## src/design/sha_pad_pkg.sv

```systemverilog
package sha_pad_pkg;

  // ------------------------------
  // block geometry
  // ------------------------------

  // message words arrive 32 bits at a time
  localparam int word_w = 32;

  // one SHA-512 message block
  localparam int block_w = 1024;
  localparam int block_bytes = block_w / 8;
  localparam int words_per_block = block_w / word_w;

  // ------------------------------
  // length handling
  // ------------------------------

  // the bit length of the message sits in the low 128 bits of the final block
  localparam int len_field_w = 128;

  // running byte count of one message
  localparam int msg_len_w = 32;

  // a last block with at most this many data bytes still has room
  // for the 0x80 marker byte and the length field
  localparam int len_fit_max = block_bytes - len_field_w / 8 - 1;

  // description of one assembled block, travels beside the block data
  typedef struct packed {
    // valid data bytes in this block, 1 to 128
    logic [7:0]           num_bytes;
    // last block of the message
    logic                 is_last;
    // first block of the message, the core starts a new hash on it
    logic                 is_first;
    // total message length in bytes up to and including this block
    logic [msg_len_w-1:0] msg_bytes;
  } block_info_t;

endpackage

```

## src/design/sha_block_if.sv

```systemverilog
interface sha_block_if;

  // ------------------------------
  // block handoff between stages
  // ------------------------------

  // a block moves on a rising edge where valid and ready are both high,
  // valid and the payload hold steady until then
  logic                            valid;
  logic                            ready;
  logic [sha_pad_pkg::block_w-1:0] data;
  sha_pad_pkg::block_info_t        info;

  // the stage that assembles a block
  modport src (
    output valid,
    output data,
    output info,
    input  ready
  );

  // the stage that consumes a block
  modport dst (
    input  valid,
    input  data,
    input  info,
    output ready
  );

endinterface

```

## src/design/sha_block_packer.sv

```systemverilog
module sha_block_packer #(
  parameter int word_width = sha_pad_pkg::word_w
) (
  input  logic                  clk,
  input  logic                  rst_b,
  input  logic                  word_valid,
  output logic                  word_ready,
  input  logic [word_width-1:0] word_data,
  input  logic [2:0]            word_bytes,
  input  logic                  word_last,
  input  logic                  word_swap,
  sha_block_if.src              blk
);

  localparam int bytes_per_word = word_width / 8;
  localparam int words_per_block = sha_pad_pkg::block_w / word_width;
  localparam int ptr_w = $clog2(words_per_block);

  logic                                 valid_q;
  logic [0:words_per_block-1][word_width-1:0] block_q;
  sha_pad_pkg::block_info_t             info_q;
  logic [ptr_w-1:0]                     word_ptr;
  logic [sha_pad_pkg::msg_len_w-1:0]    msg_count;
  logic                                 first_q;

  logic                  accept;
  logic                  block_done;
  logic                  blk_xfer;
  logic [word_width-1:0] swapped;
  logic [word_width-1:0] wdata;
  logic [7:0]            add_bytes;
  logic [7:0]            blk_bytes;
  logic [sha_pad_pkg::msg_len_w-1:0] count_nxt;

  // ------------------------------
  // word intake
  // ------------------------------

  // a held block blocks the source until the padder takes it
  assign word_ready = ~valid_q;
  assign accept = word_valid & word_ready;
  assign blk_xfer = valid_q & blk.ready;

  // with swap set the least significant byte is the first message byte,
  // so reverse the lanes to keep the block big-endian
  always_comb begin
    for (int b = 0; b < bytes_per_word; b++) begin
      swapped[b*8 +: 8] = word_data[(bytes_per_word-1-b)*8 +: 8];
    end
  end

  assign wdata = word_swap ? swapped : word_data;

  // only the last word of a message may be partial
  assign add_bytes = word_last ? 8'(word_bytes) : 8'(bytes_per_word);
  assign count_nxt = msg_count + sha_pad_pkg::msg_len_w'(add_bytes);

  // data bytes held once this word is in, full slots ahead of it plus this one
  assign blk_bytes = 8'(word_ptr) * 8'(bytes_per_word) + add_bytes;

  // the block closes on its last slot or on the end of the message
  assign block_done = accept & (word_last | (word_ptr == ptr_w'(words_per_block - 1)));

  // ------------------------------
  // control state
  // ------------------------------

  always_ff @(posedge clk or negedge rst_b) begin
    if (!rst_b) begin
      valid_q <= 1'b0;
      word_ptr <= '0;
      msg_count <= '0;
      first_q <= 1'b1;
    end else begin
      if (accept) begin
        msg_count <= count_nxt;
        word_ptr <= block_done ? '0 : word_ptr + 1'b1;
      end
      if (block_done) begin
        valid_q <= 1'b1;
      end else if (blk_xfer) begin
        valid_q <= 1'b0;
        // after the last block the next word starts a fresh message
        first_q <= info_q.is_last;
        if (info_q.is_last) begin
          msg_count <= '0;
        end
      end
    end
  end

  // ------------------------------
  // block payload
  // ------------------------------

  // lanes past the end of a short message keep old bytes, the padder masks them
  always_ff @(posedge clk) begin
    if (accept) begin
      block_q[word_ptr] <= wdata;
    end
    if (block_done) begin
      info_q.num_bytes <= blk_bytes;
      info_q.is_last <= word_last;
      info_q.is_first <= first_q;
      info_q.msg_bytes <= count_nxt;
    end
  end

  assign blk.valid = valid_q;
  assign blk.data = block_q;
  assign blk.info = info_q;

endmodule

```

## src/design/sha_block_padder.sv

```systemverilog
module sha_block_padder #(
  parameter int word_width = sha_pad_pkg::word_w
) (
  input  logic                            clk,
  input  logic                            rst_b,
  sha_block_if.dst                        blk,
  output logic                            block_valid,
  input  logic                            block_ready,
  output logic [sha_pad_pkg::block_w-1:0] block_data,
  output logic                            block_first,
  output logic                            block_final
);

  localparam int bytes_per_word = word_width / 8;
  localparam int words_per_block = sha_pad_pkg::block_w / word_width;
  localparam int block_bytes = sha_pad_pkg::block_bytes;
  localparam int len_bytes = sha_pad_pkg::len_field_w / 8;
  // first byte of the length field at the tail of a block
  localparam int len_byte0 = block_bytes - len_bytes;
  localparam int idx_w = $clog2(block_bytes);

  // byte view of a block, byte 0 is the most significant
  typedef logic [0:block_bytes-1][7:0] block_bytes_t;

  block_bytes_t pad_bytes;
  block_bytes_t extra_bytes;
  logic [7:0]   n;
  logic         len_fits;
  logic         need_extra;
  logic         take;
  logic         send;

  // extra block still to be sent after the current output
  logic                              pend_q;
  logic [sha_pad_pkg::msg_len_w-1:0] pend_len;
  logic                              pend_pad80;

  // message length in bits, right aligned in the length field
  function automatic logic [sha_pad_pkg::len_field_w-1:0] len_field(
    input logic [sha_pad_pkg::msg_len_w-1:0] nbytes
  );
    return sha_pad_pkg::len_field_w'(nbytes) << 3;
  endfunction

  // ------------------------------
  // handshakes
  // ------------------------------

  // accept a new block only when nothing is held or owed downstream
  assign blk.ready = ~block_valid & ~pend_q;
  assign take = blk.valid & blk.ready;
  assign send = block_valid & block_ready;

  assign n = blk.info.num_bytes;
  assign len_fits = (n <= 8'(sha_pad_pkg::len_fit_max));
  assign need_extra = blk.info.is_last & ~len_fits;

  // ------------------------------
  // padding of the incoming block
  // ------------------------------

  always_comb begin
    pad_bytes = blk.data;
    // clear every byte lane behind the message data, word by word
    for (int w = 0; w < words_per_block; w++) begin
      for (int b = 0; b < bytes_per_word; b++) begin
        if (w * bytes_per_word + b >= int'(n)) begin
          pad_bytes[w*bytes_per_word + b] = 8'h00;
        end
      end
    end
    // marker byte right after the data when there is space for it
    if (n < 8'(block_bytes)) begin
      pad_bytes[n[idx_w-1:0]] = 8'h80;
    end
    if (len_fits) begin
      pad_bytes[len_byte0 +: len_bytes] = len_field(blk.info.msg_bytes);
    end
    // blocks in the middle of a message go through as they are
    if (!blk.info.is_last) begin
      pad_bytes = blk.data;
    end
  end

  // the trailing block is zero apart from the length, and it carries the
  // marker byte too when the data ended on a block boundary
  always_comb begin
    extra_bytes = '0;
    if (pend_pad80) begin
      extra_bytes[0] = 8'h80;
    end
    extra_bytes[len_byte0 +: len_bytes] = len_field(pend_len);
  end

  // ------------------------------
  // output register
  // ------------------------------

  always_ff @(posedge clk or negedge rst_b) begin
    if (!rst_b) begin
      block_valid <= 1'b0;
      pend_q <= 1'b0;
    end else if (take) begin
      block_valid <= 1'b1;
      pend_q <= need_extra;
    end else if (send) begin
      // an owed extra block follows straight after, otherwise go empty
      block_valid <= pend_q;
      pend_q <= 1'b0;
    end
  end

  always_ff @(posedge clk) begin
    if (take) begin
      block_data <= pad_bytes;
      block_first <= blk.info.is_first;
      block_final <= blk.info.is_last & len_fits;
      pend_len <= blk.info.msg_bytes;
      pend_pad80 <= (n == 8'(block_bytes));
    end else if (send && pend_q) begin
      block_data <= extra_bytes;
      block_first <= 1'b0;
      block_final <= 1'b1;
    end
  end

endmodule

```

## src/design/sha_pad_top.sv

```systemverilog
module sha_pad_top #(
  parameter int word_width = sha_pad_pkg::word_w
) (
  input  logic                            clk,
  input  logic                            rst_b,

  // message words from the source
  input  logic                            word_valid,
  output logic                            word_ready,
  input  logic [word_width-1:0]           word_data,
  input  logic [2:0]                      word_bytes,
  input  logic                            word_last,
  input  logic                            word_swap,

  // padded blocks toward the hash core
  output logic                            block_valid,
  input  logic                            block_ready,
  output logic [sha_pad_pkg::block_w-1:0] block_data,
  output logic                            block_first,
  output logic                            block_final
);

  // ------------------------------
  // two stage front end
  // ------------------------------

  // raw assembled blocks from the packer to the padder
  sha_block_if blk_if ();

  // words in, raw blocks with their byte counts out
  sha_block_packer #(
    .word_width (word_width)
  ) u_packer (
    .clk        (clk),
    .rst_b      (rst_b),
    .word_valid (word_valid),
    .word_ready (word_ready),
    .word_data  (word_data),
    .word_bytes (word_bytes),
    .word_last  (word_last),
    .word_swap  (word_swap),
    .blk        (blk_if.src)
  );

  // raw blocks in, padded and tagged blocks out
  sha_block_padder #(
    .word_width (word_width)
  ) u_padder (
    .clk         (clk),
    .rst_b       (rst_b),
    .blk         (blk_if.dst),
    .block_valid (block_valid),
    .block_ready (block_ready),
    .block_data  (block_data),
    .block_first (block_first),
    .block_final (block_final)
  );

endmodule

```

## config.mk

```make
export PLATFORM = sky130hd
export DESIGN_NAME = sha_pad_top
export DESIGN_NICKNAME = d
export VERILOG_FILES = /design/src/design/sha_pad_pkg.sv /design/src/design/sha_block_if.sv /design/src/design/sha_block_packer.sv /design/src/design/sha_block_padder.sv /design/src/design/sha_pad_top.sv
export SDC_FILE = /design/constraint.sdc
export NUM_CORES = 2
export LEC_CHECK = 0
export ABC_AREA = 1
export BUFFER_PORTS_ARGS = -buffer_cell sky130_fd_sc_hd__buf_2
export CAP_MARGIN = 20
export CORE_AREA = 2 2 411 413
export DETAILED_ROUTE_END_ITERATION = 10
export DIE_AREA = 0 0 413 415
export GPL_TIMING_DRIVEN = 0
export PLACE_DENSITY = 0.65
export SYNTH_ARGS = -nofsm -noshare
export SYNTH_HDL_FRONTEND = slang
export SYNTH_SLANG_ARGS = --single-unit
```

## constraint.sdc

```tcl
create_clock -name clk -period 92 [get_ports clk]
set_input_delay 4.6 -clock clk [delete_from_list [all_inputs] [get_ports clk]]
set_output_delay 4.6 -clock clk [all_outputs]
set_load 0.005 [all_outputs]
```

==> key figures <==
Power
  • Peak VDD IR: between 20 and 30 µV
  • Total leakage power: 0.0375 µW
  • Pwr/cell area: 33.2 nW/µm²

Synthesis
  • Largest family of logic cells by synthesized area: simple AND/OR/NAND/NOR gates
  • Cell taking the most area after synthesis: edfxtp_1
  • Gate Count Post-Synth: 5,568
  • Number of synthesized flops with an enable pin: 2,125
  • Mapped cell area: 79,500 µm²
  • Mux cell area share after synthesis: 0%
  • Cell variety after synth: 49
  • Xor/xnor cell area share of the yosys netlist: 0.121%
  • Adder-Cell Fraction of Synth Area: 0.183%
  • Post-Synth Simple-Gate Area: 12.8%
  • Register area share after synthesis: about four fifths
  • Most used DFF post-synth: edfxtp_1
  • Post-synth ARST share: ~1.9%
  • Area contributors post-synth: edfxtp_1 (80%), nand2_1 (6.2%), nor2_1 (4.5%), dfrtp_1 (1.3%), inv_1 (1.2%)
  • Post-synth top area share: 80.2%
  • Compound-cell area share of the yosys netlist: 2.68%
  • Syn Nets: 5,620
  • Avg Cell Area, Syn: around 14 µm²
  • Ys Warns: 0
  • Post-synthesis register bit count: 2,166

Clocking
  • Clock Latency Late Sink: 0.85 ns
  • H-tree depth: 4
  • CTS Buf Count: 210
  • CTS tree: built
  • # clock sinks: about 2,200
  • Hold buffer count at cts: 0
  • Max clock buf depth: 3
  • CTS resizes: 0
  • Setup Buffers After CTS: 0
  • Worst-path clk slew: roughly 0.06 ns
  • CTS root buffer: clkbuf_16

Die
  • Initial Util: 47.7%
  • Core Box Area: about 170,000 µm²
  • Row count: 150
  • DIE AREA: about 170,000 µm²
  • Die W: 413 µm
  • Ports: ~1,100
  • Die Span Y: 415 µm

Setup path
  • Arr. time, crit path: ~7.3 ns
  • CP required: 92.46 ns
  • Worst r2r src: u_packer.blk.valid
  • Start point of the critical path: word_valid
  • Path depth of the worst reg2reg path: 6
  • Crit path launch type: input port
  • CP endpoint kind: flop
  • Crit-path max FO: 32
  • Critical setup path kind: input port to flop

Timing
  • Final Cycle Share: 7.46%
  • Max-slew violations: 0
  • Worst-Margin Slew: 1.17 ns
  • Final min period: around 7 ns
  • Total negative slack: 0 ns
  • # setup viols final: 0
  • Relative slew slack: ~22%
  • Clk_skew: 0.0284 ns
  • Max Clk Rate: 0.146 GHz
  • Unrepaired setup endpoints after global routing: no
  • Final Hold Vio Count: 0

Final layout
  • Commonest cells after routing, fill and taps aside: edfxtp_1 (2,125), nand2_1 (1,308), buf_2 (1,182), nor2_1 (913), inv_1 (263)
  • Share of cells above drive strength 1: 26.6%
  • Finished Core Util: 58.9%
  • Most common cell after layout, fill and taps aside: edfxtp_1
  • Final Net Count: 7,037
  • Layout area overhead: 23.5%

Drt
  • Via Count: slightly above 50,000
  • DR pass1 iterations: 8
  • DR vias/cell: 5.50
  • Initial DRC Count: 6,613
  • DR DRC count: 0
  • WL met3: 28,800 µm
  • Routed WL per cell: about 30 µm
  • DRT Wirelength: around 290,000 µm
  • Final ANT Viol Nets: 0
  • M1 WL: ~110,000 µm
  • Top Layer Used: met5
  • Routed length on met2: between 100,000 and 150,000 µm

GRT
  • Grt ovf: 0
  • First-pass GRT wire length: 381,000 µm
  • Largest net degree at the start of global routing: 37
  • Initial antenna violation count: 40
  • Vias in the first global route: roughly 48,000
  • Aggregate global-route resource usage: around 33%

Min path
  • Worst Hold Class: flop to flop
  • Origin of the worst min-delay path: u_packer.blk.info[19]
  • Min-Delay Path Depth: 0

Place
  • Gpl congestion: 0.966
  • Port buffer count: 1,067
  • Final HPWL DP: 214,000 µm

Status
  • Status: finished, final reports clean

Flow run
  • Max cap viols: 0
[worst max-delay path, cell delays in order]
cell and delay, ns:
buf_2 0.08, nand2_1 0.13, inv_1 0.14, clkbuf_1 0.47
nand2_1 0.81, nor2_4 1.05
[kinds of logic after synthesis]
group / count (synthesis)
simple gates: 2519
fa+ha+maj: 11
xor+xnor: 11
flops: 2166
compound gates: 356
buf+inv: 505
[through the flow]
step	cells	worst slack (ns)	instance area, µm²	hold slack [ns]	total power, µW
2_1_floorplan	5568	10.85	79500	0.427	2610
3_3_place_gp	8839	-21.70	87600	0.429	3440
3_5_place_dp	8976	84.32	91200	0.433	2390
4_1_cts	9369	85.22	98200	0.448	3270
5_1_grt	9371	85.05	98200	0.456	3370
6_report	9381	85.14	98200	0.449	3270
[power breakdown]
part           switching (µW)  internal [µW]
clock                     373            510
sequential                130           1410
combinational             574            268
[sequential cells by signal (all words and copies together), names as in the netlist]
register              cells
u_packer.first_q          1
u_packer.blk.valid        1
u_padder.block_first      1
u_padder.block_final      1
u_padder.pend_q           1
u_padder.pend_len        32
u_padder.block_valid      1
u_packer.blk.info        42
u_packer.word_ptr         5
u_packer.blk.data      1024
u_packer.msg_count       32
u_padder.block_data    1024
u_padder.pend_pad80       1
[synthesized netlist by cell type (15+ instances only)]
cell / n
inv_1: 263
buf_4: 15
o21ai_0: 93
clkbuf_1: 34
nor2_1: 945
o21ai_2: 16
a31oi_1: 24
o211ai_1: 15
o21ai_1: 33
dfrtp_1: 40
nand3_1: 146
a21oi_1: 141
nor2_2: 30
edfxtp_1: 2125
nand2_2: 29
inv_2: 58
buf_2: 115
nand2_1: 1308
[worst paths after layout]
check	to	slack, ns
max	u_packer.blk.data[227]	85.14
max in group asynchronous	u_packer.first_q	87.59
min	u_padder.pend_len[19]	0.45
max reg2reg	u_packer.blk.data[227]	88.29
min reg2reg	u_padder.pend_len[19]	0.45
min in group asynchronous	u_packer.msg_count[18]	3.75
[cell type report]
class                   instances  area [µm²]
fillers                     12900       68400
clock buffers                 268        5650
plain buffers                 178         917
clock inverters               125        1370
well taps                    2204        2760
diodes                         11        27.5
repair buffers               1205        8280
inverters                     327        1240
flip-flops and latches       2166       64800
multi-input cells            2897       13100
[per-layer routing]
metal	up-vias	global-route usage, %
met4	12	17.1
li1	22100	-
met2	3289	52.0
met5	-	0
met1	25500	42.9
met3	651	7.06
Power figures use the tool's default switching activity.
